--- config.mk ---
export PLATFORM = sky130hd
export DESIGN_NAME = lsu_su_fifo
export DESIGN_NICKNAME = d
export VERILOG_FILES = /design/src/lsu_pkg.sv /design/src/lsu_su_fifo.sv
export VERILOG_INCLUDE_DIRS = /design/src
export SDC_FILE = /design/constraint.sdc
export NUM_CORES = 1
export LEC_CHECK = 0
export ABC_AREA = 1
export BUFFER_PORTS_ARGS = -buffer_cell sky130_fd_sc_hd__buf_4
export CAP_MARGIN = 40
export CORE_UTILIZATION = 52
export CTS_CLUSTER_DIAMETER = 40
export DETAILED_ROUTE_END_ITERATION = 12
export HOLD_SLACK_MARGIN = 0.02
export PLACE_DENSITY = 0.76
export RECOVER_POWER = 100
export SYNTH_ARGS = -nofsm -noshare
export SYNTH_HDL_FRONTEND = slang
export SYNTH_SLANG_ARGS = --single-unit
--- constraint.sdc ---
create_clock -name CLK -period 4.5 [get_ports CLK]
set_input_delay 0.45 -clock CLK [delete_from_list [all_inputs] [get_ports CLK]]
set_output_delay 0.45 -clock CLK [all_outputs]
set_load 0.05 [all_outputs]
--- src/lsu_config.svh ---
// ~~~~~~~~~~~~~~~~~~~~~~~~~~~~~~
// LSU issue configuration
// Data width, register and queue sizing
// ~~~~~~~~~~~~~~~~~~~~~~~~~~~~~~

`ifndef LSU_CONFIG_SVH
`define LSU_CONFIG_SVH

// Integer data width
`define LSU_XLEN 64

// Architectural integer registers
`define LSU_ARCH_REGS 32

// Rename bits per architectural register
`define LSU_RB 2

// Queue depths
`define LSU_LU_DEPTH 8
`define LSU_SU_DEPTH 4

// Derived sizes, physical registers and read ports (loads plus rs1/rs2 of store)
`define LSU_PHYS_REGS (`LSU_ARCH_REGS << `LSU_RB)
`define LSU_RD_PORTS (`LSU_LU_DEPTH + 2)

`endif

--- src/lsu_pkg.sv ---
// ~~~~~~~~~~~~~~~~~~~~~~~~~~~~~~
// LSU issue types
// Micro-op and execute records
// ~~~~~~~~~~~~~~~~~~~~~~~~~~~~~~

`include "lsu_config.svh"

package lsu_pkg;

	// Tag is arch index in upper five bits, rename copy below
	typedef logic [5+`LSU_RB-1:0] phys_tag_t;
	typedef logic [`LSU_XLEN-1:0] xdata_t;
	typedef logic [$clog2(`LSU_LU_DEPTH)-1:0] lu_idx_t;

	// Load micro-op, size flags one-hot
	typedef struct packed {
		logic lb;
		logic lh;
		logic lw;
		logic ld;
		logic lbu;
		logic lhu;
		logic lwu;
		xdata_t imm;
		phys_tag_t rd0;
		phys_tag_t rs1;
	} lu_issue_t;

	// Store micro-op
	typedef struct packed {
		logic sb;
		logic sh;
		logic sw;
		logic sd;
		xdata_t imm;
		phys_tag_t rs1;
		phys_tag_t rs2;
	} su_issue_t;

	// Load execute parameter, signedness folded into usi
	typedef struct packed {
		logic b;
		logic h;
		logic w;
		logic d;
		phys_tag_t rd0;
		xdata_t addr;
		logic usi;
	} lu_exe_t;

	// Store execute parameter
	typedef struct packed {
		logic sb;
		logic sh;
		logic sw;
		logic sd;
		xdata_t addr;
		xdata_t data;
	} su_exe_t;

	// Any rename copy of x0
	function automatic logic tag_is_x0(phys_tag_t tag);
		return tag[`LSU_RB +: 5] == 5'd0;
	endfunction

endpackage

--- src/lsu_su_fifo.sv ---
// ~~~~~~~~~~~~~~~~~~~~~~~~~~~~~~
// Store issue FIFO
// Keeps stores in program order
// ~~~~~~~~~~~~~~~~~~~~~~~~~~~~~~

`timescale 1ns/1ps
`include "lsu_config.svh"

module lsu_su_fifo (
	input logic CLK,
	input logic arst_n,
	input logic flush,
	input logic su_dispatch,
	input lsu_pkg::su_issue_t su_dispatch_info,
	output logic su_full,
	input logic su_pop,
	output logic su_empty,
	output lsu_pkg::su_issue_t su_head
);

	import lsu_pkg::*;

	localparam int PW = $clog2(`LSU_SU_DEPTH);

	su_issue_t mem [`LSU_SU_DEPTH];
	logic [PW-1:0] rd_ptr;
	logic [PW-1:0] wr_ptr;
	logic [PW:0] count;
	logic push;
	logic pop;

	assign su_empty = (count == '0);
	assign su_full = (count == (PW+1)'(`LSU_SU_DEPTH));
	assign push = su_dispatch & ~su_full;
	assign pop = su_pop & ~su_empty;
	assign su_head = mem[rd_ptr];

	// Pointers and occupancy, flush drops everything
	always_ff @(posedge CLK or negedge arst_n) begin
		if (!arst_n) begin
			rd_ptr <= '0;
			wr_ptr <= '0;
			count <= '0;
		end else if (flush) begin
			rd_ptr <= '0;
			wr_ptr <= '0;
			count <= '0;
		end else begin
			if (push) begin
				wr_ptr <= (wr_ptr == PW'(`LSU_SU_DEPTH - 1)) ? '0 : wr_ptr + 1'b1;
			end
			if (pop) begin
				rd_ptr <= (rd_ptr == PW'(`LSU_SU_DEPTH - 1)) ? '0 : rd_ptr + 1'b1;
			end
			// Simultaneous push and pop leaves count unchanged
			if (push && !pop) begin
				count <= count + 1'b1;
			end else if (pop && !push) begin
				count <= count - 1'b1;
			end
		end
	end

	// Storage
	always_ff @(posedge CLK) begin
		if (push && !flush) begin
			mem[wr_ptr] <= su_dispatch_info;
		end
	end

endmodule

# Yosys cells after proc, flatten, opt, wreduce, memory -nomap -nowiden
# Memories as Yosys holds them, arrays and structs flattened.
# Cells that the tools add are included.
[classes] bitwise=4 addsub=4 reduce_logical=10 n_mux=11 n_eq_ne=3
[ops] operator="$mux 2" n=6
[ops] operator="$mux 3" n=3
[ops] operator="$add 2x1->2 const B" n=2
[ops] operator="$eq 2x2->1 const B" n=2
[ops] operator="$reduce_bool 2->1" n=2
[ops] operator="$add 3x1->3 const B" n=1
[ops] operator="$eq 3x3->1 const B" n=1
[ops] operator="$logic_and 1x1->1" n=3
[ops] operator="$logic_not 1->1" n=3
[ops] operator="$logic_not 3->1" n=1
[ops] operator="$reduce_bool 3->1" n=1
[ops] operator="$sub 3x1->3 const B" n=1
[ops] operator="$and 1x1->1" n=2
[ops] operator="$mux 1" n=2
[ops] operator="$not 1->1" n=2
[word_totals] mem_bits_rw=328 ff_bits=7 output_inout_bits=84 elab_cells=36 input_bits=87 mem_count=1
[mem_list] memory="mem" words=4 width=82 read_ports=1 rd_ports_with_merged_regs=0 wr=1 line="lsu_su_fifo.sv:25" source="su_issue_t mem [`LSU_SU_DEPTH];"

# Logic depth before layout (Yosys ltp)
[logic_depth] depth_word=8 depth_mapped=12

# Least setup slack after synthesis
# OpenSTA, ideal clock, no wires.
[synth_timing] kind="reg2reg" from="reg count[0]" to="mem mem[0][0] (netlist bit), enable pin" path_buffers=0 path_stages_with_launch=7 setup_time_ns=0.523 slack_ns=-0.227 arrival_time_ns=4.204 required_ns=3.977 period_less_slack_ns=4.727 cell_sequence="dfrtp_1 > nor2_1 > nand2_1 > nand2_1 > inv_1 > nand2_1 > nor2_1"
[synth_via] elab_chain_len=6
[synth_rtl] item="start, declared" line="lsu_su_fifo.sv:28" source="logic [PW:0] count;"
[synth_rtl] item="start signal, assigned" line="lsu_su_fifo.sv:57" source="count <= count + 1'b1;"
[synth_rtl] item="start signal, assigned" line="lsu_su_fifo.sv:59" source="count <= count - 1'b1;"
[synth_rtl] item="$eq 3x3->1" line="lsu_su_fifo.sv:33" source="assign su_full = (count == (PW+1)'(`LSU_SU_DEPTH));"
[synth_rtl] item="$not 1->1" line="lsu_su_fifo.sv:34" source="assign push = su_dispatch & ~su_full;"
[synth_rtl] item="$and 1x1->1" line="lsu_su_fifo.sv:34"
[synth_rtl] item="$logic_and 1x1->1" line="lsu_su_fifo.sv:66" source="if (push && !flush) begin"
[synth_rtl] item="$mux 1" line="lsu_su_fifo.sv:66"
[synth_rtl] item="$mux 1 (not written as such)" line="lsu_su_fifo.sv:67" source="mem[wr_ptr] <= su_dispatch_info;"
[synth_rtl] item="end, declared" line="lsu_su_fifo.sv:25"
# Every way passes these cells.

==> run_results.csv <==
group,metric,value,unit
status,status,"complete, but fails checks",
status,violations,"max-capacitance violations, max-slew violations",
hold_path,holdCritPathClass,"in2reg",
clocking,cts_root_buf,"clkbuf_16",
route,first_pass_iters,4,
yosys,synth_cells,862,
yosys,postSynth.asyncResetShare,0.02090,
pwr,leakagePower,4.962,nW
floorplan,rows,56,
critical_path,endpoint_kind,"output pin",
route,drcViolationCount,0,
clocking,h-tree-depth,2,
floorplan,die_h,158.0,um
sta,tns,0,ps
yosys,synth_warnings,0,
placed_design,place_congestion,0.7194,
global_routing,grt_pass1_vias,7411,
pwr,p_per_area,658.5,mW/mm^2
global_routing,grt_pass1_wl,39140,um
clocking,clockBufferDepth,3,
critical_path,critPathRequiredTime,4050,ps
sta,finClkSkew,11.94,ps
clocking,post_cts_buffers,0,
floorplan,initial_core_util,0.5343,
pwr,pwr-share-seq,0.377,
global_routing,grtUsageTotal,0.2081,
critical_path,worstPathArrival,3430,ps
floorplan,dieArea,0.02496,mm^2
yosys,synth_edf_count,328,
floorplan,core_area,0.02368,mm^2
sta,fmax,257.7,MHz
route,drtIter0Drc,495,
floorplan,ios,171,
yosys,ys_seq_elements,335,
yosys,synth_area,0.01265,mm^2
clocking,cts_made_buffers,41,
sta,min_period_over_period,0.8622,
placed_design,port_buffers,170,
sta,relSlewSlack,-0.9194,
route,antenna_left,0,
clocking,cts_tree,"built",
sta,fin_crit,3880,ps
yosys,synth.most_common_cell,"edfxtp_1",
yosys,ys.flop_type,"edfxtp_1",
critical_path,worstPathMaxFanout,84,
cells_and_area,area_growth,18.78,%
global_routing,grt_overflow,0,
yosys,synthesis.nets,955,
cells_and_area,layout-drive-gt1-share,0.1012,
cells_and_area,nFillCells,1819,
yosys,seq_area_frac_synth,0.7922,
critical_path,rrSetupSlack,850,ps
yosys,synth_top_area_cell,"edfxtp_1",
sta,setup_viol,0,
clocking,cts_resized,0,
route,drt-wirelength-per-cell,18.90,um
route,wl,26210,um
route,viasPerCell,5.466,
yosys,ys_top_cells_by_area,"edfxtp_1 (78%), nor2_1 (5.1%), o22ai_1 (4.1%)",
pwr,internal_power,0.006340,W
global_routing,grt_max_degree,85,
pwr,clkPwrFrac,0.344,
sta,rsz0062_at_grt,"false",
yosys,syn_area_per_cell,14.68,um^2
placed_design,dpl.hpwl,14390,um
route,num_vias,7582,
critical_path,start_kind,"register",
job,cap_violations,5,
clocking,numClockSinks,335,
sta,hold_viol_final,0,
clocking,clkLatencyLatePin,520,ps
yosys,synth_cell_types,23,
clocking,clk_pin_slew,60,ps
yosys,yosys-top-cells-count,"edfxtp_1 (328), nor2_1 (171), o21ai_0 (96)",
critical_path,crit_type,"reg2out",
sta,tightestPinTransition,2879,ps
yosys,synth_top_area_frac,0.7784,
pwr,netSwitchingFraction,0.3594,
global_routing,antenna_found_initial,1,
pwr,p_switching,0.003556,W
sta,holdWs,186.3,ps
pwr,p_comb_frac,0.278,
cells_and_area,fin_nets,1129,
pwr,vdd_drop_max,0.0004189,V
floorplan,dieWidth,158.0,um
sta,maxSlewViolCount,174,
power by group through the flow:
stage	Sequential (W)	Combinational [W]	Clock, W
4_1_cts	0.00373	0.00304	0.00346
2_1_floorplan	0.00373	0.00224	0
5_1_grt	0.00375	0.00293	0.00359
3_3_place_gp	0.00378	0.00297	0
6_report	0.00374	0.00275	0.00341
3_5_place_dp	0.00379	0.00301	0
repair_timing:
item | CTS | global route
endpoints found under the hold margin | 7 | 0
endpoints found under the setup margin | 0 | 0
hold buffers | 1 | 0
final timing paths:
kind / end / from / cells past startpoint
setup / recovery: su_head[50] / rd_ptr[0] / 5
hold / removal: mem[0][67] / su_dispatch_info[67] / 1
setup reg to reg: mem[0][31] / count[0] / 7
hold reg to reg: count[1] / count[1] / 2
max in group asynchronous: rd_ptr[0] / arst_n / 2
min in group asynchronous: count[0] / arst_n / 2
cells by family (layout without fill, tap and decap cells):
logic type | count (synthesis) | after routing | synth area share
flip-flops | 335 | 335 | 0.7922
other | 0 | 1 | 0
AND/OR/NAND/NOR | 197 | 197 | 0.05973
buffers and inverters | 72 | 277 | 0.03332
AO/OA/AOI/OAI | 251 | 251 | 0.1075
XOR/XNOR | 1 | 1 | 0.0006923
adder cells (fa/ha/maj) | 6 | 6 | 0.006526
layout by cell type (no fill, tap or decap), types with 4 or more instances in the layout:
master / n
edfxtp_1: 328
nor2_1: 168
clkbuf_1: 154
o21ai_0: 115
o22ai_1: 83
o21ai_1: 52
clkbuf_16: 43
buf_4: 28
nand2_1: 18
inv_1: 15
bufinv_16: 7
ha_1: 5
dfrtp_1: 5
clkinv_1: 4
nand3_1: 4
inv_6: 4
clkinv_4: 4
clkinv_2: 4
clkbuf_2: 4
cell type report:
| class | count | area [um^2] | share of cell area |
|---|---|---|---|
| sequential | 335 | 10030 | 0.6673 |
| multi-input combinational | 455 | 2227 | 0.1482 |
| clock buffer | 47 | 1091 | 0.07259 |
| timing repair buffer | 185 | 843.3 | 0.05611 |
| tap | 319 | 399.1 | 0.02656 |
| clock inverter | 27 | 366.6 | 0.02439 |
| inverter | 18 | 70.07 | 0.004662 |
| antenna | 1 | 2.502 | 0.0001665 |
critical path: stages (launching register included):
cell,delay [ps]
dfrtp_4,760
inv_4,570
clkbuf_2,700
nor2_1,100
o22ai_1,240
clkbuf_1,500
stage by stage:
stage | cells | util | power, W | setup WS, ps | instance area, um^2
after floorplan | 862 | - | 0.005972 | -227.5 | 12650
after global placement | 1311 | 0.5972 | 0.006748 | 1642 | 14140
after detailed placement | 1311 | 0.5972 | 0.006802 | 1573 | 14140
after CTS | 1386 | 0.6591 | 0.01022 | 905.0 | 15610
after global routing | 1386 | 0.6345 | 0.01027 | 385.8 | 15030
final | 1387 | 0.6346 | 0.009897 | 620.2 | 15030
flip-flops by register name (all words and copies together), names as in the netlist:
signal,cells
count,3
wr_ptr,2
mem,328
rd_ptr,2
routing by layer:
| metal | up-vias | share of wire | GRT usage |
|---|---|---|---|
| met5 | - | 0 | 0 |
| met4 | 0 | 0.018 | 0.06548 |
| met3 | 39 | 0.089 | 0.07419 |
| met2 | 246 | 0.48 | 0.3440 |
| met1 | 3699 | 0.41 | 0.2563 |
| li1 | 3598 | - | - |
Power figures use the tool's default switching activity.
