$ cat src/lsu_config.svh
// ~~~~~~~~~~~~~~~~~~~~~~~~~~~~~~
// LSU issue configuration
// Data width, register and queue sizing
// ~~~~~~~~~~~~~~~~~~~~~~~~~~~~~~

`ifndef LSU_CONFIG_SVH
`define LSU_CONFIG_SVH

// Integer data width
`define LSU_XLEN 64

// Architectural integer registers
`define LSU_ARCH_REGS 32

// Rename bits per architectural register
`define LSU_RB 2

// Queue depths
`define LSU_LU_DEPTH 8
`define LSU_SU_DEPTH 4

// Derived sizes, physical registers and read ports (loads plus rs1/rs2 of store)
`define LSU_PHYS_REGS (`LSU_ARCH_REGS << `LSU_RB)
`define LSU_RD_PORTS (`LSU_LU_DEPTH + 2)

`endif

$ cat src/lsu_pkg.sv
// ~~~~~~~~~~~~~~~~~~~~~~~~~~~~~~
// LSU issue types
// Micro-op and execute records
// ~~~~~~~~~~~~~~~~~~~~~~~~~~~~~~

`include "lsu_config.svh"

package lsu_pkg;

	// Tag is arch index in upper five bits, rename copy below
	typedef logic [5+`LSU_RB-1:0] phys_tag_t;
	typedef logic [`LSU_XLEN-1:0] xdata_t;
	typedef logic [$clog2(`LSU_LU_DEPTH)-1:0] lu_idx_t;

	// Load micro-op, size flags one-hot
	typedef struct packed {
		logic lb;
		logic lh;
		logic lw;
		logic ld;
		logic lbu;
		logic lhu;
		logic lwu;
		xdata_t imm;
		phys_tag_t rd0;
		phys_tag_t rs1;
	} lu_issue_t;

	// Store micro-op
	typedef struct packed {
		logic sb;
		logic sh;
		logic sw;
		logic sd;
		xdata_t imm;
		phys_tag_t rs1;
		phys_tag_t rs2;
	} su_issue_t;

	// Load execute parameter, signedness folded into usi
	typedef struct packed {
		logic b;
		logic h;
		logic w;
		logic d;
		phys_tag_t rd0;
		xdata_t addr;
		logic usi;
	} lu_exe_t;

	// Store execute parameter
	typedef struct packed {
		logic sb;
		logic sh;
		logic sw;
		logic sd;
		xdata_t addr;
		xdata_t data;
	} su_exe_t;

	// Any rename copy of x0
	function automatic logic tag_is_x0(phys_tag_t tag);
		return tag[`LSU_RB +: 5] == 5'd0;
	endfunction

endpackage

$ cat src/lsu_issue.sv
// ~~~~~~~~~~~~~~~~~~~~~~~~~~~~~~
// Load/store issue selection
// Operand read, address add and
// registered execute parameters
// ~~~~~~~~~~~~~~~~~~~~~~~~~~~~~~

`timescale 1ns/1ps
`include "lsu_config.svh"

module lsu_issue (
	input logic CLK,
	input logic arst_n,
	input logic flush,
	input logic [`LSU_LU_DEPTH-1:0] lu_malloc,
	input lsu_pkg::lu_issue_t [`LSU_LU_DEPTH-1:0] lu_slots,
	output logic lu_pop,
	output lsu_pkg::lu_idx_t lu_pop_index,
	input logic lu_exe_ready,
	output logic lu_exe_valid,
	output lsu_pkg::lu_exe_t lu_exe,
	input logic su_empty,
	input lsu_pkg::su_issue_t su_head,
	output logic su_pop,
	input logic su_exe_ready,
	input logic su_ilp_ready,
	output logic su_exe_valid,
	output lsu_pkg::su_exe_t su_exe,
	output lsu_pkg::phys_tag_t [`LSU_RD_PORTS-1:0] rd_tag,
	input lsu_pkg::xdata_t [`LSU_RD_PORTS-1:0] rd_data,
	input logic [`LSU_PHYS_REGS-1:0] wb_log
);

	import lsu_pkg::*;

	// Store read ports sit after the load slots
	localparam int SR1 = `LSU_LU_DEPTH;
	localparam int SR2 = `LSU_LU_DEPTH + 1;

	logic [`LSU_LU_DEPTH-1:0] lu_rdy;
	lu_exe_t [`LSU_LU_DEPTH-1:0] lu_cand;
	logic lu_none;
	logic lu_issue;
	logic su_rs1_rdy;
	logic su_rs2_rdy;
	logic su_go;
	logic su_issue;
	su_exe_t su_cand;

	// Per-slot decode
	always_comb begin
		for (int i = 0; i < `LSU_LU_DEPTH; i++) begin
			rd_tag[i] = lu_slots[i].rs1;
			// Source written, or x0
			lu_rdy[i] = lu_malloc[i]
				& (wb_log[lu_slots[i].rs1] | tag_is_x0(lu_slots[i].rs1));
			// Signed and unsigned forms share a size flag
			lu_cand[i].b = lu_slots[i].lb | lu_slots[i].lbu;
			lu_cand[i].h = lu_slots[i].lh | lu_slots[i].lhu;
			lu_cand[i].w = lu_slots[i].lw | lu_slots[i].lwu;
			lu_cand[i].d = lu_slots[i].ld;
			lu_cand[i].rd0 = lu_slots[i].rd0;
			lu_cand[i].addr = rd_data[i] + lu_slots[i].imm;
			lu_cand[i].usi = lu_slots[i].lbu | lu_slots[i].lhu | lu_slots[i].lwu;
		end
		rd_tag[SR1] = su_head.rs1;
		rd_tag[SR2] = su_head.rs2;
	end

	// Lowest ready slot
	lsu_lzp #(
		.CW($bits(lu_idx_t))
	) u_lu_sel (
		.in(~lu_rdy),
		.pos(lu_pop_index),
		.all_one(lu_none)
	);

	// Slot leaves on the edge that loads the execute register
	assign lu_issue = lu_exe_ready & ~lu_none & ~flush;
	assign lu_pop = lu_issue;

	// Valid holds while the load unit stalls
	always_ff @(posedge CLK or negedge arst_n) begin
		if (!arst_n) begin
			lu_exe_valid <= 1'b0;
		end else if (flush) begin
			lu_exe_valid <= 1'b0;
		end else if (lu_exe_ready) begin
			lu_exe_valid <= ~lu_none;
		end
	end

	always_ff @(posedge CLK) begin
		if (flush) begin
			lu_exe <= '0;
		end else if (lu_issue) begin
			lu_exe <= lu_cand[lu_pop_index];
		end
	end

	// Head store only, both sources needed
	assign su_rs1_rdy = wb_log[su_head.rs1] | tag_is_x0(su_head.rs1);
	assign su_rs2_rdy = wb_log[su_head.rs2] | tag_is_x0(su_head.rs2);

	// Commit must call the store non-speculative
	assign su_go = ~su_empty & su_rs1_rdy & su_rs2_rdy & su_ilp_ready;
	assign su_issue = su_exe_ready & su_go & ~flush;
	assign su_pop = su_issue;

	always_comb begin
		su_cand.sb = su_head.sb;
		su_cand.sh = su_head.sh;
		su_cand.sw = su_head.sw;
		su_cand.sd = su_head.sd;
		su_cand.addr = rd_data[SR1] + su_head.imm;
		su_cand.data = rd_data[SR2];
	end

	always_ff @(posedge CLK or negedge arst_n) begin
		if (!arst_n) begin
			su_exe_valid <= 1'b0;
		end else if (flush) begin
			su_exe_valid <= 1'b0;
		end else if (su_exe_ready) begin
			su_exe_valid <= su_go;
		end
	end

	// Payload keeps its last value between stores
	always_ff @(posedge CLK) begin
		if (flush) begin
			su_exe <= '0;
		end else if (su_issue) begin
			su_exe <= su_cand;
		end
	end

endmodule

$ cat src/lsu_lzp.sv
// ~~~~~~~~~~~~~~~~~~~~~~~~~~~~~~
// Lowest zero position
// Priority encode the first clear bit
// ~~~~~~~~~~~~~~~~~~~~~~~~~~~~~~

`timescale 1ns/1ps
`include "lsu_config.svh"

module lsu_lzp #(
	parameter int CW = $clog2(`LSU_LU_DEPTH)
) (
	input logic [`LSU_LU_DEPTH-1:0] in,
	output logic [CW-1:0] pos,
	output logic all_one
);

	// Scan high to low so the lowest clear bit is the last write
	always_comb begin
		pos = '0;
		for (int i = `LSU_LU_DEPTH - 1; i >= 0; i--) begin
			if (!in[i]) begin
				pos = CW'(i);
			end
		end
	end

	// No clear bit at all, pos is then meaningless
	assign all_one = &in;

endmodule

$ cat config.mk
export PLATFORM = sky130hd
export DESIGN_NAME = lsu_issue
export DESIGN_NICKNAME = d
export VERILOG_FILES = /design/src/lsu_pkg.sv /design/src/lsu_issue.sv /design/src/lsu_lzp.sv
export VERILOG_INCLUDE_DIRS = /design/src
export SDC_FILE = /design/constraint.sdc
export NUM_CORES = 2
export LEC_CHECK = 0
export ABC_CLOCK_PERIOD_IN_PS = 7370
export BUFFER_PORTS_ARGS = -buffer_cell sky130_fd_sc_hd__buf_2
export CAP_MARGIN = 10
export CORE_AREA = 2 2 712 714
export DETAILED_ROUTE_END_ITERATION = 12
export DIE_AREA = 0 0 714 716
export HOLD_SLACK_MARGIN = 0.06
export PLACE_DENSITY = 0.3
export SLEW_MARGIN = 5
export SYNTH_ARGS = -nofsm -noshare
export SYNTH_HDL_FRONTEND = slang
export SYNTH_HIERARCHICAL = 1
export SYNTH_SLANG_ARGS = --single-unit
$ cat constraint.sdc
create_clock -name CLK -period 7.37 [get_ports CLK]
set_clock_uncertainty 0.15 [all_clocks]
set_input_delay 1.474 -clock CLK [delete_from_list [all_inputs] [get_ports CLK]]
set_output_delay 1.474 -clock CLK [all_outputs]
set_load 0.05 [all_outputs]
# [Yosys cells after proc, flatten, opt, wreduce, memory -nomap -nowiden]
# Index checks and enable logic that the tools add are counted.
[totals] register_bits=210 elab_cells=151 out_inout_bits=285 inputBits=1545
[classes] n_lt_le_gt_ge=11 n_mux=34 reduce_logical=13 n_bitwise=69 addsub=9
[op_table] op="64-bit adder" n=9
[op_table] op="76-bit binary-select mux with 3-bit select" n=1
[op_table] op="7-bit by 8-bit < comparator with 1-bit output (second input constant)" n=10
[op_table] op="76-bit two-way mux" n=1
[op_table] op="1-bit binary-select mux with 7-bit select" n=10
[op_table] op="5-bit logical NOT" n=10
[op_table] op="1-bit bitwise OR" n=50
[op_table] op="3-bit two-way mux" n=8
[op_table] op="1-bit bitwise AND" n=15
[op_table] op="1-bit two-way mux" n=14
[op_table] op="8-bit inverter" n=1
[op_table] op="8-bit AND reduction" n=1
[op_table] op="3-bit by 4-bit < comparator with 1-bit output (second input constant)" n=1
[op_table] op="2-bit nonzero test" n=2
[op_table] op="1-bit inverter" n=3

# [Depth between registers and ports, before layout]
[logic_depth] ltp_word=15 ltp_mapped=20

# [By module]
# The synthesis kept the hierarchy.
[modules_own_cells] mod="lsu_issue" seq_area_each_um2=4214.0 n_inst=1 area_each_um2=54925.2 cells_per_inst=6804
[modules_own_cells] mod="lsu_lzp" seq_area_each_um2=0.0 n_inst=1 area_each_um2=75.1 cells_per_inst=13

# [Worst setup path after synthesis]
# No wires, ideal clock.
[synth_timing] path_type="input to register" startpoint="input lu_slots[0] (netlist name)" endpoint="register lu_exe[58] (netlist name)" arrival_time_ps=6493 required_ps=7098 setup_slack_ps=605 n_path_buf=4 path_stages=18 cell_sequence="buf_1 > buf_2 > mux4_2 > nor3b_1 > a21oi_1 > mux4_2 > mux2_2 > nand2_1 > nand2_1 > a31oi_1 > clkbuf_1 > inv_2 > buf_1 > nand2_1 > nor2_1 > a32oi_1 > o32ai_1 > a311o_1"
[synth_between] word_cells_on_any_way=12 classes_between="mux: 5; bitwise: 6; reduce/logical: 1"
[synth_lines] element="from (decl)" line_no="lsu_issue.sv:15" source="input lsu_pkg::lu_issue_t [`LSU_LU_DEPTH-1:0] lu_slots,"
[synth_lines] element="1-bit binary-select mux with 7-bit select" line_no="lsu_issue.sv:55" source="& (wb_log[lu_slots[i].rs1] | tag_is_x0(lu_slots[i].rs1));"
[synth_lines] element="1-bit two-way mux (not written as such)" line_no="lsu_issue.sv:55"
[synth_lines] element="1-bit bitwise OR" line_no="lsu_issue.sv:55"
[synth_lines] element="1-bit bitwise AND" line_no="lsu_issue.sv:55"
[synth_lines] element="8-bit inverter" line_no="lsu_issue.sv:73" source=".in(~lu_rdy),"
[synth_lines] element="3-bit two-way mux" line_no="lsu_lzp.sv:21" source="if (!in[i]) begin"
[synth_lines] element="net lu_pop_index[1]" line_no="lsu_issue.sv:17" source="output lsu_pkg::lu_idx_t lu_pop_index,"
[synth_lines] element="76-bit binary-select mux with 3-bit select" line_no="lsu_issue.sv:97" source="lu_exe <= lu_cand[lu_pop_index];"
[synth_lines] element="76-bit two-way mux (not written as such)" line_no="lsu_issue.sv:97"
[synth_lines] element="to (signal assigned)" line_no="lsu_issue.sv:97"
[synth_lines] element="to (decl)" line_no="lsu_issue.sv:20" source="output lsu_pkg::lu_exe_t lu_exe,"
# The timed path passes the listed nets, and every way through them passes these cells. The select of a mux whose other input is x is not followed.
# A chain may end at the register's enable or synchronous reset.

# [Final worst setup path]
[layout_timing] startpoint="input lu_slots[170] (netlist name)" endpoint="output lu_pop"
[layout_between] elab_chain_cells=9
[layout_lines] element="1-bit binary-select mux with 7-bit select" line_no="lsu_issue.sv:55"
[layout_lines] element="1-bit two-way mux (not written as such)" line_no="lsu_issue.sv:55"
[layout_lines] element="1-bit bitwise OR" line_no="lsu_issue.sv:55"
[layout_lines] element="1-bit bitwise AND" line_no="lsu_issue.sv:55"
[layout_lines] element="8-bit inverter" line_no="lsu_issue.sv:73"
[layout_lines] element="8-bit AND reduction" line_no="lsu_lzp.sv:28" source="assign all_one = &in;"
[layout_lines] element="net lu_none" line_no="lsu_issue.sv:41" source="logic lu_none;"
[layout_lines] element="1-bit inverter" line_no="lsu_issue.sv:79" source="assign lu_issue = lu_exe_ready & ~lu_none & ~flush;"
[layout_lines] element="1-bit bitwise AND (2 in series)" line_no="lsu_issue.sv:79"
[layout_lines] element="to (decl)" line_no="lsu_issue.sv:16" source="output logic lu_pop,"
# The timed path passes the listed nets, and every way through them passes these cells. The select of a mux whose other input is x is not followed.

==> metrics.txt <==
power density over the cells 160 mW/mm^2; Yosys warnings 6; mean routed wirelength per cell 37.4 um; critical register-to-register path endpoint lu_exe[61]; maximum buffer depth of the clock tree 3; Buf/Inv on CP 6; DIE AREA 0.511 mm^2; post-layout net count 10500; clock tree from TritonCTS built; Post-CTS Hold Buffers 0; stage delay of the slowest cell on the critical path 530 ps; row cnt 261; class of the tightest hold or removal check flop to flop; starting density of the core 0.109; routability cong. 0.949; Peak supply drop 148 uV; aggregate negative setup slack 0 ps; cell family contributing the most delay on the critical path multiplexers; share of the clock period used by the worst path after layout 0.936; number of buffers inserted to repair setup after CTS 0; Min Clock Period, post-route 6900 ps; # clock sinks 210; count of cells along the worst hold path 2; kind of start point of the critical path primary input; post-synthesis async set-or-reset flop share 0.00952; cell type with the highest aggregate area in the netlist mux4_2; most area-consuming cells after synthesis mux4_2 19%, ha_1 13%, dfxtp_1 7.6%; count of flip-flops with a built-in enable after synthesis 0; placed insts 15100; Most used DFF post-synth dfxtp_1; critical path required time 5750 ps; Avg Cell Area, Syn 8.07 um^2; endpoints failing setup 0; count of H-tree levels built during CTS 2; CTS clock-pin slew for the worst setup and hold paths 60 ps; Crit path top cell by count mux4_2; Final Hold Violating Endpoints 0; number of CTS-inserted buffers 34; number of antenna violations at the first check in global routing 633; final global-route overflow total 0; aggregate routed wire length 577000 um; post-synth top area share 0.192; clock latency on the worst-skew pair 640 ps; type of the worst setup path primary input to primary output; DPL Wire Length 516000 um; Commonest cells post-synth 758 x a21oi_1, 567 x ha_1, 538 x nor2_1, 523 x nand2_1, 470 x mux4_2; detailed-routing iteration count for the pre-antenna-repair pass 6; maximum net fanout on the critical path 23; Global Route Usage Sum 0.215; core region area 0.504 mm^2; Worst R2R Path Depth 6; total via count in the routed design 68200; critical path, cell by cell buf_2 > buf_12 > mux4_2 > mux4_2 > mux4_2 > mux2_2 > nand2_1 > nand4_1 > nor2_1 > buf_12 > nor2b_4 > nand2_1 > clkinv_1 > buf_4 > buf_2; leakage component of the power 30.3 nW; post-synthesis sequential element count 210; power after layout 11.9 mW; die height 716 um; IO buf count 1825; antenna-violating nets left 0; Critical Path End Type primary output; global-route wire length before repair 718000 um; endpoint of the worst hold path lu_exe[38]; Clock Root Buffer clkbuf_16; area growth from synthesis to final layout 35.1%; layout cells sized above 1 0.316; vias per std cell 4.43; run status complete, no violations; Post-Syn Nets 8938; cell with the largest stage delay on the worst path mux4_2; number of standard cells in the final layout excluding fillers 15400; Least-Margin Pin Slew 1220 ps; sequential cell area fraction in the yosys report 0.0766; DRC violation count after routing 0; count of pins on the block boundary 1830; count of cells resized by post-cts repair 0; number of standard cells after synthesis 6817; post-layout worst setup margin 471 ps; mapped cell area 0.0550 mm^2; hold path startpoint lu_exe[38]; Horiz. Die Dim 714 um; dominant cell by count in the synthesized netlist a21oi_1; WP data arrival 5270 ps; Post-Place Worst Slack 466 ps; remaining max-slew budget at the tightest pin 0.173; R2R setup slack 5150 ps; pin count of the biggest net entering global routing 67; number of global-route vias before repair 66900; utilization after layout 0.148; unrepaired setup endpoints after global routing false; maximum clock frequency 145 MHz; DRC marker count from the first detailed-route iteration 5374; launch point of the worst reg-to-reg path lu_exe[61]; Cell variety after synth 106; number of max-cap violations 0; number of max-slew violations in the final report 0
state kept, by name, indices dropped and copies added (netlist names):
register,cells
su_exe,132
lu_exe,76
lu_exe_valid,1
su_exe_valid,1
per-layer routing:
layer,up-vias,GRT usage,share of wire
met4,282,0.0901,0.050
li1,29800,-,-
met1,33800,0.234,0.37
met2,3220,0.383,0.49
met5,-,0,0.0033
met3,1124,0.0682,0.086
worst max path at each step:
stage	startpoint	end	slack, ps	cells past startpoint
3_5_place_dp	lu_slots[425]	lu_pop	470	15
6_report	lu_slots[170]	lu_pop	470	15
4_1_cts	lu_slots[170]	lu_pop	460	15
2_1_floorplan	lu_slots[0]	lu_exe[58]	600	18
3_3_place_gp	lu_slots[170]	lu_pop	420	15
5_1_grt	lu_slots[170]	lu_pop	310	15
cell type report:
type	count	area, um^2
fill	58300	429000
multi-input combinational	5967	48100
timing repair buffer	2027	11100
tap	6706	8390
sequential	210	4210
clock buffer	45	972
antenna	282	706
inverter	152	581
clock inverter	13	171
report_power, final:
group	switching (mW)	internal [mW]
Sequential	0.0649	1.24
Combinational	5.83	2.91
Clock	0.842	1.01
Total	6.73	5.16
tightest hold or removal path: stages (launching register included):
cell     delay [ps]
dfxtp_1         310
nand2_1          50
nand2_1          40
cell families after synthesis:
logic type	count (synthesis)	share of synthesized area
fa+ha+maj	576	0.132
xor+xnor	515	0.0820
compound gates	2423	0.283
flops	210	0.0766
simple gates	1828	0.156
mux	625	0.221
buf+inv	640	0.0496
placed cells by master (no fill, tap or decap), types with 27 or more instances in the layout:
master and instances:
xnor2_1 301, and2_1 42, a21boi_0 28, dfxtp_1 208
a21o_1 330, nand2b_1 42, o221ai_1 30, buf_4 166
o21a_1 59, nor3_1 125, o211ai_1 50, mux4_2 470
a21oi_1 758, nor2_1 536, a31oi_1 91, nand2_1 523
o21ai_0 446, xor2_1 214, nand4_1 160, nor4_1 29
a211oi_1 118, clkbuf_16 34, mux2i_1 144, nand3_1 149
o31ai_1 42, ha_1 567, o21ai_1 29, nor2b_1 46
o21bai_1 131, buf_12 36, a221oi_1 30, diode_2 282
o22ai_1 27, and3_1 63, inv_1 146, buf_2 1824
per-stage QoR:
| stage | instance area (um^2) | hold WS (ps) |
|---|---|---|
| finish | 74300 | 301 |
| global route | 74000 | 339 |
| CTS | 73600 | 303 |
| detailed placement | 72400 | 295 |
| global placement | 72400 | 278 |
| floorplan | 55000 | 508 |
Power figures use the tool's default switching activity.
