[src/lsu_config.svh]
// ~~~~~~~~~~~~~~~~~~~~~~~~~~~~~~
// LSU issue configuration
// Data width, register and queue sizing
// ~~~~~~~~~~~~~~~~~~~~~~~~~~~~~~

`ifndef LSU_CONFIG_SVH
`define LSU_CONFIG_SVH

// Integer data width
`define LSU_XLEN 64

// Architectural integer registers
`define LSU_ARCH_REGS 32

// Rename bits per architectural register
`define LSU_RB 2

// Queue depths
`define LSU_LU_DEPTH 8
`define LSU_SU_DEPTH 4

// Derived sizes, physical registers and read ports (loads plus rs1/rs2 of store)
`define LSU_PHYS_REGS (`LSU_ARCH_REGS << `LSU_RB)
`define LSU_RD_PORTS (`LSU_LU_DEPTH + 2)

`endif

[src/lsu_pkg.sv]
// ~~~~~~~~~~~~~~~~~~~~~~~~~~~~~~
// LSU issue types
// Micro-op and execute records
// ~~~~~~~~~~~~~~~~~~~~~~~~~~~~~~

`include "lsu_config.svh"

package lsu_pkg;

	// Tag is arch index in upper five bits, rename copy below
	typedef logic [5+`LSU_RB-1:0] phys_tag_t;
	typedef logic [`LSU_XLEN-1:0] xdata_t;
	typedef logic [$clog2(`LSU_LU_DEPTH)-1:0] lu_idx_t;

	// Load micro-op, size flags one-hot
	typedef struct packed {
		logic lb;
		logic lh;
		logic lw;
		logic ld;
		logic lbu;
		logic lhu;
		logic lwu;
		xdata_t imm;
		phys_tag_t rd0;
		phys_tag_t rs1;
	} lu_issue_t;

	// Store micro-op
	typedef struct packed {
		logic sb;
		logic sh;
		logic sw;
		logic sd;
		xdata_t imm;
		phys_tag_t rs1;
		phys_tag_t rs2;
	} su_issue_t;

	// Load execute parameter, signedness folded into usi
	typedef struct packed {
		logic b;
		logic h;
		logic w;
		logic d;
		phys_tag_t rd0;
		xdata_t addr;
		logic usi;
	} lu_exe_t;

	// Store execute parameter
	typedef struct packed {
		logic sb;
		logic sh;
		logic sw;
		logic sd;
		xdata_t addr;
		xdata_t data;
	} su_exe_t;

	// Any rename copy of x0
	function automatic logic tag_is_x0(phys_tag_t tag);
		return tag[`LSU_RB +: 5] == 5'd0;
	endfunction

endpackage

[src/lsu_lu_buffer.sv]
// ~~~~~~~~~~~~~~~~~~~~~~~~~~~~~~
// Load issue buffer
// Slot array, lowest-free allocation,
// removal by index in any order
// ~~~~~~~~~~~~~~~~~~~~~~~~~~~~~~

`timescale 1ns/1ps
`include "lsu_config.svh"

module lsu_lu_buffer (
	input logic CLK,
	input logic arst_n,
	input logic flush,
	input logic lu_dispatch,
	input lsu_pkg::lu_issue_t lu_dispatch_info,
	output logic lu_full,
	input logic lu_pop,
	input lsu_pkg::lu_idx_t lu_pop_index,
	output logic [`LSU_LU_DEPTH-1:0] lu_malloc,
	output lsu_pkg::lu_issue_t [`LSU_LU_DEPTH-1:0] lu_slots
);

	import lsu_pkg::*;

	lu_idx_t free_idx;
	logic push;
	logic [`LSU_LU_DEPTH-1:0] malloc_nxt;

	// Dispatch into a full buffer is dropped
	assign lu_full = &lu_malloc;
	assign push = lu_dispatch & ~lu_full;

	// Lowest free slot
	always_comb begin
		free_idx = '0;
		for (int i = `LSU_LU_DEPTH - 1; i >= 0; i--) begin
			if (!lu_malloc[i]) begin
				free_idx = lu_idx_t'(i);
			end
		end
	end

	// Popped slot is still valid this cycle, so it never equals free_idx
	always_comb begin
		malloc_nxt = lu_malloc;
		if (lu_pop) begin
			malloc_nxt[lu_pop_index] = 1'b0;
		end
		if (push) begin
			malloc_nxt[free_idx] = 1'b1;
		end
		// Flush beats dispatch and pop
		if (flush) begin
			malloc_nxt = '0;
		end
	end

	always_ff @(posedge CLK or negedge arst_n) begin
		if (!arst_n) begin
			lu_malloc <= '0;
		end else begin
			lu_malloc <= malloc_nxt;
		end
	end

	// Slot payload, only meaningful under its valid bit
	always_ff @(posedge CLK) begin
		if (push && !flush) begin
			lu_slots[free_idx] <= lu_dispatch_info;
		end
	end

endmodule

[config.mk]
export PLATFORM = sky130hd
export DESIGN_NAME = lsu_lu_buffer
export DESIGN_NICKNAME = d
export VERILOG_FILES = /design/src/lsu_pkg.sv /design/src/lsu_lu_buffer.sv
export VERILOG_INCLUDE_DIRS = /design/src
export SDC_FILE = /design/constraint.sdc
export NUM_CORES = 1
export LEC_CHECK = 0
export BUFFER_PORTS_ARGS = -buffer_cell sky130_fd_sc_hd__buf_2
export CAP_MARGIN = 25
export CORE_AREA = 2 2 307 309
export DETAILED_ROUTE_END_ITERATION = 16
export DIE_AREA = 0 0 309 311
export REMOVE_ABC_BUFFERS = 1
export SKIP_LAST_GASP = 1
export SLEW_MARGIN = 30
export SYNTH_ARGS = -nofsm -noshare
export SYNTH_HDL_FRONTEND = slang
export SYNTH_SLANG_ARGS = --single-unit
[constraint.sdc]
create_clock -name CLK -period 9.92 [get_ports CLK]
set_input_delay 1.984 -clock CLK [delete_from_list [all_inputs] [get_ports CLK]]
set_output_delay 1.984 -clock CLK [all_outputs]
set_load 0.005 [all_outputs]
# Word level (Yosys, flattened, before mapping)
# Index checks and enable logic that the tools add are counted.
# word_totals
register_bits	688
in_bits	93
out_inout_bits	689
elab_cells	113
# op_classes
magnitude_cmp	4
n_mux	18
bitwise_logic	5
n_reduce_logical	5
# ops
cell	count
680-bit bitwise mux	1
85-bit demux with 3-bit select	1
85-bit two-way mux	1
3-bit two-way mux	8
8-bit two-way mux	3
8-bit bitwise AND	1
3-bit by 4-bit less-than comparator with 1-bit output, second input constant	2
8-bit inverter	1
8-bit OR	1
8-bit AND reduction	1
1-bit demux with 3-bit select	2
3-bit by 1-bit greater-or-equal comparator with 1-bit output, second input constant	2
1-bit logical AND	3
1-bit two-way mux	2
1-bit bitwise AND	1
1-bit zero test	1
1-bit inverter	1

# Longest topological paths before layout
# Gate-level depths: netlist (run 1).
# depth
ltp_word	15
mapped_depth	5
mapped_depth_nobuf	4

# Least setup slack after synthesis (run 1)
# OpenSTA, ideal clock, no wires.
# synth_path
path_type	input to register
startpoint	input port flush
endpoint	register lu_slots[100] (netlist bit), enable pin
setup_ns	0.650
arrival_time_ns	8.386
required_time_ns	9.270
setup_slack_ns	0.884
path_stages	3
path_buffers	0
path_cell_list	inv_1 nand2_1 nor3b_1
# synth_between
elab_chain_len	2
# synth_lines
item	line	source
start: declaration	lsu_lu_buffer.sv:13	input logic flush,
1-bit zero test	lsu_lu_buffer.sv:68	if (push && !flush) begin
1-bit logical AND	lsu_lu_buffer.sv:68	
end signal: indexed assignment	lsu_lu_buffer.sv:69	lu_slots[free_idx] <= lu_dispatch_info;
end: declaration	lsu_lu_buffer.sv:20	output lsu_pkg::lu_issue_t [`LSU_LU_DEPTH-1:0] lu_slots
# No other way between the ends.
# A chain may end at the register's enable or synchronous reset.

# Worst setup path after layout (run 1)
# layout_path
startpoint	input port flush
endpoint	register lu_slots[429] (netlist bit), enable pin
# The elaborated chain is that of the path after synthesis.

==> qor.csv, run 1 <==
stage,metric,value,unit
run_status,outcome,finished clean,
layout,layout cell share with drive strength beyond 1,55.0,%
layout,final core occ,31.1,%
layout,Final nets,1703,
timing,Worst-Margin Slew,0.857,ns
logic_synthesis,number of distinct library cells after synthesis,25,
logic_synthesis,Synth Instances,740,
global_routing,total track usage,11.6,%
timing,setup TNS,0,ns
logic_synthesis,synth warn,0,
logic_synthesis,#FFs+latches synth,688,
critical_path,CP startpoint kind,primary input,
timing,Tcrit/Tclk final,39.7,%
global_routing,largest net degree at the start of global routing,46,
global_routing,number of global-route vias before repair,11400,
floorplan,Row Count,112,
power_and_ir_drop,Comb power frac,2.2,%
place,Final Wtd Congestion,0.806,
logic_synthesis,Avg Inst Size Synth,28.3,µm²
global_routing,global-route wire length before repair,80800,µm
route,Vias per Instance,3.80,
clock_network,postcts setup bufs,0,
place,PortBufs,781,
clock_network,hold buffer count at cts,0,
clock_network,H-tree depth,3,
critical_path,CP required,10.16,ns
critical_path,reg2reg end,lu_slots[292],
place,Placed Cells,2790,
floorplan,initial core utilization,22.6,%
layout,"leading cell type in the layout, fill and taps excluded",buf_2,
timing,fin. max-slew vios,0,
route,ANT nets after route,0,
floorplan,Horiz. Die Dim,309,µm
critical_path,Crit Path Class,in2reg,
floorplan,die height,311,µm
logic_synthesis,share of the yosys chip area belonging to registers,98.4,%
clock_network,CTS resizes,0,
place,Place WS,5.29,ns
clock_network,Root Buffer,clkbuf_16,
route,WL final,58400,µm
power_and_ir_drop,switching power,1.19,mW
power_and_ir_drop,power density over the cells,206,nW/µm²
timing,Fin Clk Skew,0.0192,ns
global_routing,Overflow after GRT,0,
layout,Non-Filler Instances,2921,
timing,final setup margin,5.98,ns
power_and_ir_drop,Lkg Pwr,10.6,nW
critical_path,worst path arrival time,4.17,ns
power_and_ir_drop,Reg power frac,54.5,%
timing,final hold viol count,0,
timing,Max transition margin,42.9,%
clock_network,clk_lat worst skew,0.62,ns
timing,Final Hold Slack,0.607,ns
critical_path,CP endpoint kind,register,
floorplan,core area,92800,µm²
layout,area grow syn2layout,37.7,%
clock_network,CTS tree,built,
route,# DRC,0,
critical_path,cell count of the worst reg-to-reg path,6,
timing,Peak Freq,254,MHz
critical_path,CP Capture Point,lu_slots[429],
layout,Filler cells,9024,
power_and_ir_drop,Power Total,5.94,mW
power_and_ir_drop,Switching Share,20.0,%
power_and_ir_drop,VDD IR max,0.163,mV
route,Initial DRT Pass Iterations,4,
route,routed len/inst,20.0,µm
flow_run,Max-Cap Viols,0,
logic_synthesis,cell area after synthesis,20900,µm²
floorplan,Ports,782,
critical_path,"reg-to-reg slack, setup",6.72,ns
global_routing,initial antenna violation count,4,
min_path,Worst Hold Class,reg2reg,
critical_path,Crit Path Max Fanout,44,
place,Final HPWL DP,39900,µm
timing,Final setup violation count,0,
timing,RSZ-0062 raised after global routing,no,
power_and_ir_drop,Power Internal,4.75,mW
place,dpl cell area,26600,µm²
min_path,hold path start,lu_malloc[7],
layout,design area,28800,µm²
critical_path,Critical Path Source,flush,
layout,"commonest non-fill, non-tap cells in the layout","781 x buf_2, 680 x edfxtp_1, 73 x clkbuf_16, 16 x clkbuf_1, 16 x buf_4",
route,DRT iter0 DRCs,828,
timing,Tmin final,3.94,ns
clock_network,clk buf depth,3,
floorplan,Die Area,96100,µm²
clock_network,Sink Count,688,
power_and_ir_drop,power share of the clock group,43.3,%
critical_path,reg2reg start,lu_malloc[0],
clock_network,Num CTS Buffers,72,
route,vias,11100,
clock_network,Worst-path clk slew,0.05,ns
-- Yosys cell counts --
library cell,instances,area [µm²]
nand4b_4,1,23.8
dfrtp_1,8,200
nor4_1,2,12.5
nor3b_1,1,7.51
nor2_4,1,11.3
nand2_1,8,30.0
a21oi_1,2,10.0
inv_1,4,15.0
o21ai_2,2,17.5
nand3_1,1,5.00
edfxtp_1,680,20400
a31oi_1,1,6.26
a21oi_2,1,8.76
nor3_1,2,10.0
buf_4,1,7.51
o211ai_1,2,15.0
nor2_1,7,26.3
nand2b_1,3,18.8
o311ai_0,4,35.0
a21o_1,1,7.51
o21ai_1,4,20.0
nand4_4,1,21.3
inv_2,1,3.75
o21ai_0,1,5.00
a211oi_1,1,7.51
-- worst max-delay path: stages --
cell and delay [ns]:
buf_2 0.12, nand4b_4 0.21, nor2_4 0.15, nand2_1 0.18, nor2_4 0.11, buf_4 0.57, buf_4 0.72
-- worst min-delay path by stage --
stage,end,cells past startpoint
2_1_floorplan,lu_malloc[7],2
3_3_place_gp,lu_malloc[7],2
3_5_place_dp,lu_malloc[7],2
4_1_cts,lu_malloc[7],2
5_1_grt,lu_malloc[7],2
6_report,lu_malloc[7],2
-- power groups by stage --
| stage | Sequential, mW | Clock, mW | Combinational [mW] |
|---|---|---|---|
| final | 3.24 | 2.57 | 0.128 |
| after global routing | 3.24 | 2.75 | 0.140 |
| after CTS | 3.24 | 2.65 | 0.132 |
| after detailed placement | 3.30 | 0 | 0.132 |
| after global placement | 3.30 | 0 | 0.127 |
| after floorplan | 3.31 | 0 | 0.0163 |
-- metal layers --
metal / global-route usage [%] / vias to the layer above / part of all wire, % / wire length, µm
met5: 0 / - / 0 / 0
li1: - / 4780 / - / -
met3: 3.74 / 122 / 8.3 / 4820
met2: 20.3 / 626 / 51 / 29800
met4: 5.36 / 0 / 3.5 / 2070
met1: 12.7 / 5579 / 37 / 21700
-- sequential cells by signal (all words and copies together) (netlist names) --
signal / flops
lu_slots: 680
lu_malloc: 8
-- cell type report --
class	instances	area (µm²)	area share, %
sequential	688	20600	71.5
multi-input combinational	46	357	1.24
timing repair buffer	797	4030	14.0
clock inverter	40	359	1.24
clock buffer	89	1890	6.54
tap	1254	1570	5.44
inverter	5	18.8	0.0651
antenna	2	5.00	0.0174
-- cell families (layout without fill, tap and decap cells) --
kind of cell,Yosys count,in the layout,share of synthesized area (%)
other,0,2,0
and+or+nand+nor,27,27,0.795
buffers and inverters,6,931,0.125
AOI/OAI and AO/OA,19,19,0.633
DFF,688,688,98.4
No activity file was read; power rests on OpenSTA's default activity.
==> inputs of run 2 (changes only) <==
--- a/config.mk
+++ b/config.mk
@@ -6,6 +6,7 @@
 export SDC_FILE = /design/constraint.sdc
 export NUM_CORES = 1
 export LEC_CHECK = 0
+export ABC_AREA = 1
 export BUFFER_PORTS_ARGS = -buffer_cell sky130_fd_sc_hd__buf_2
 export CAP_MARGIN = 25
 export CORE_AREA = 2 2 307 309
==> constraint.sdc (replaced) <==
create_clock -name CLK -period 4.1 [get_ports CLK]
set_input_delay 0.82 -clock CLK [delete_from_list [all_inputs] [get_ports CLK]]
set_output_delay 0.82 -clock CLK [all_outputs]
set_load 0.005 [all_outputs]
==> run 2 against run 1 <==
Effect of this change:
- sequential share of layout area is essentially flat
- critical path depth shrank 2
- count of clock-buffer cells in the layout shrank 2
- non-clock buffer count shrank 3
- register-to-register slack lost 5.1 ns
- wire length shrank 2.3%
- sequential power grew 140%
- combinational power grew to 2.6 times the previous value
- clock skew shrank 0.0042 ns
- largest cell class unchanged
- synthesized cell count grew 2.6%
- clock power grew 140%
- cell count grew 0.24%
==> qor.csv, run 2 <==
stage,metric,value,unit,change
timing,fin. max-slew vios,0,,unchanged
critical_path,CP endpoint kind,primary output,,
layout,"commonest non-fill, non-tap cells in the layout","781 x buf_2, 680 x edfxtp_1, 71 x clkbuf_16, 27 x nand2_1, 16 x clkbuf_1",,
place,Final Wtd Congestion,0.832,,+3.2%
layout,"leading cell type in the layout, fill and taps excluded",buf_2,,
route,Initial DRT Pass Iterations,5,,+1
timing,Tmin final,2.51,ns,
global_routing,total track usage,11.3,%,-0.32 points
flow_run,Max-Cap Viols,0,,unchanged
floorplan,Row Count,112,,unchanged
critical_path,Crit Path Max Fanout,9,,-80%
logic_synthesis,#FFs+latches synth,688,,unchanged
global_routing,global-route wire length before repair,79200,µm,-1.9%
logic_synthesis,most numerous cell in the Yosys netlist,edfxtp_1,,
global_routing,number of global-route vias before repair,11600,,+1.2%
layout,Reg with most FFs,lu_slots,,
global_routing,met1 usage in global routing,12.2,%,-0.54 points
layout,biggest regs,"lu_slots (680), lu_malloc (8)",,
global_routing,busiest grt layer,met2,,
route,vias,11200,,+0.77%
min_path,Worst Hold Class,in2reg,,
place,Final HPWL DP,38700,µm,-3.0%
timing,Worst-Margin Slew,0.844,ns,-0.0125 ns
global_routing,largest net degree at the start of global routing,86,,+87%
timing,Final Hold Slack,0.489,ns,-0.119 ns
logic_synthesis,largest area contributor in the netlist,edfxtp_1,,
floorplan,initial core utilization,22.6,%,+0.027 points
layout,final core occ,31.1,%,about the same
logic_synthesis,cell area after synthesis,21000,µm²,+0.12%
critical_path,cell count of the worst reg-to-reg path,11,,+5
power_and_ir_drop,Lkg Pwr,10.7,nW,+0.60%
power_and_ir_drop,VDD IR max,0.364,mV,+120%
global_routing,M2 GR Usage,19.8,%,-0.52 points
layout,design area,28900,µm²,about the same
critical_path,worst path arrival time,1.69,ns,-2.48 ns
clock_network,Sink Count,688,,unchanged
critical_path,CP required,3.28,ns,-6.88 ns
timing,final hold viol count,0,,unchanged
logic_synthesis,Most used DFF post-synth,edfxtp_1,,
logic_synthesis,async set-reset flop share out of synthesis,1.16,%,unchanged
clock_network,Root Buffer,clkbuf_16,,
logic_synthesis,Avg Inst Size Synth,27.6,µm²,-2.4%
critical_path,reg2reg end,lu_slots[568],,
critical_path,reg2reg start,lu_malloc[7],,
critical_path,"reg-to-reg slack, setup",1.63,ns,-5.09 ns
logic_synthesis,share of the yosys chip area belonging to registers,98.3,%,-0.12 points
floorplan,Ports,782,,unchanged
place,PortBufs,781,,unchanged
logic_synthesis,Synth top area share,97.4,%,-0.12 points
route,# DRC,0,,unchanged
place,dpl cell area,26600,µm²,about the same
clock_network,Num CTS Buffers,70,,-2.8%
logic_synthesis,synth cell count leaders,"680 x edfxtp_1, 27 x nand2_1, 18 x inv_1",,
clock_network,clk_lat worst skew,0.61,ns,about the same
global_routing,Overflow after GRT,0,,unchanged
floorplan,core area,92800,µm²,unchanged
layout,Filler cells,9034,,+0.11%
floorplan,Die Area,96100,µm²,unchanged
clock_network,clk buf depth,3,,unchanged
layout,max reg flops,680,,unchanged
timing,setup TNS,0,ns,unchanged
layout,layout cell share with drive strength beyond 1,53.7,%,-1.2 points
logic_synthesis,"EDFF count, synth",680,,unchanged
timing,RSZ-0062 raised after global routing,no,,
layout,Final nets,1717,,+0.82%
clock_network,Worst-path clk slew,0.06,ns,about the same
critical_path,CP startpoint kind,register,,
route,DRT iter0 DRCs,790,,-4.6%
logic_synthesis,synth warn,0,,unchanged
global_routing,initial antenna violation count,2,,-2
layout,area grow syn2layout,37.6,%,about the same
clock_network,CTS tree,built,,
route,WL final,57000,µm,-2.3%
timing,Max transition margin,43.7,%,+0.83 points
critical_path,Crit Path Class,reg2out,,
min_path,hold path cells,1,,-1
timing,Final setup violation count,0,,unchanged
clock_network,H-tree depth,3,,unchanged
timing,Peak Freq,398,MHz,
global_routing,M3 GR Usage,4.47,%,+0.74 points
route,Vias per Instance,3.82,,+0.52%
floorplan,Horiz. Die Dim,309,µm,unchanged
min_path,hold path start,lu_dispatch_info[13],,
timing,Fin Clk Skew,0.0150,ns,-0.00422 ns
route,routed len/inst,19.5,µm,-2.6%
run_status,outcome,finished clean,,
min_path,hold endpoint,lu_slots[608],,
route,ANT nets after route,0,,unchanged
logic_synthesis,Synth Instances,759,,+2.6%
logic_synthesis,Synth area leaders,"edfxtp_1 97%, dfrtp_1 0.95%, nand2_1 0.48%",,
power_and_ir_drop,power density over the cells,500,nW/µm²,+140%
logic_synthesis,number of distinct library cells after synthesis,14,,-44%
timing,Tcrit/Tclk final,61.2,%,
floorplan,die height,311,µm,unchanged
==> run 2: logic make-up after synthesis <==
kind of cell	Yosys count	synth area share (%)
compound gates	10	0.334
buf+inv	19	0.376
flops	688	98.3
simple gates	42	0.961
==> run 2: worst max-delay path by stage <==
stage | start | endpoint | cells after the start
4_1_cts | lu_malloc[0] | lu_full | 5
5_1_grt | lu_malloc[0] | lu_slots[517] | 7
2_1_floorplan | lu_dispatch | lu_slots[170] | 4
3_3_place_gp | flush | lu_slots[517] | 7
3_5_place_dp | flush | lu_slots[517] | 7
6_report | lu_malloc[0] | lu_full | 5
==> run 2: cell type report <==
cell class                      instances  area [µm²]  share of cell area [%]
Inverter                               18        82.6                   0.286
Timing Repair Buffer                  794        4070                    14.1
Sequential cell                       688       20600                    71.4
Multi-Input combinational cell         52         287                   0.993
Clock inverter                         32         389                    1.35
Clock buffer                           87        1840                    6.36
Antenna cell                            3        7.51                  0.0260
Tap cell                             1254        1570                    5.44
==> run 2: through the flow <==
step | instances | power, mW | worst slack (ns)
after floorplan | 758 | 8.07 | -1.15
after global placement | 2805 | 8.33 | 1.24
after detailed placement | 2805 | 8.34 | 1.20
after CTS | 2925 | 14.6 | 1.54
after global routing | 2925 | 14.9 | 1.47
final | 2928 | 14.4 | 1.59
==> run 2: repair_timing <==
| action | 4_1_cts | 5_1_grt |
|---|---|---|
| resized for setup | 0 | 0 |
| endpoints found under the hold margin | 8 | 0 |
| setup buffers | 0 | 0 |
| hold buffers | 1 | 0 |
==> run 2: where the power goes <==
group	switching [mW]	internal [mW]	total [mW]
Sequential	0.0252	7.83	7.85
Clock	2.51	3.73	6.24
Combinational	0.240	0.0885	0.328
==> run 2: critical path, stage by stage, from the launching register on <==
cell,delay [ns]
dfrtp_1,0.53
nand2_2,0.14
nor2_4,0.13
nand2_1,0.10
inv_1,0.08
buf_2,0.11
==> run 2: metal layers <==
| layer | share of wire [%] | vias up | routed length (µm) |
|---|---|---|---|
| met5 | 0 | - | 0 |
| met4 | 2.9 | 0 | 1660 |
| met1 | 37 | 5687 | 21100 |
| li1 | - | 4790 | - |
| met2 | 51 | 602 | 29000 |
| met3 | 9.3 | 113 | 5280 |
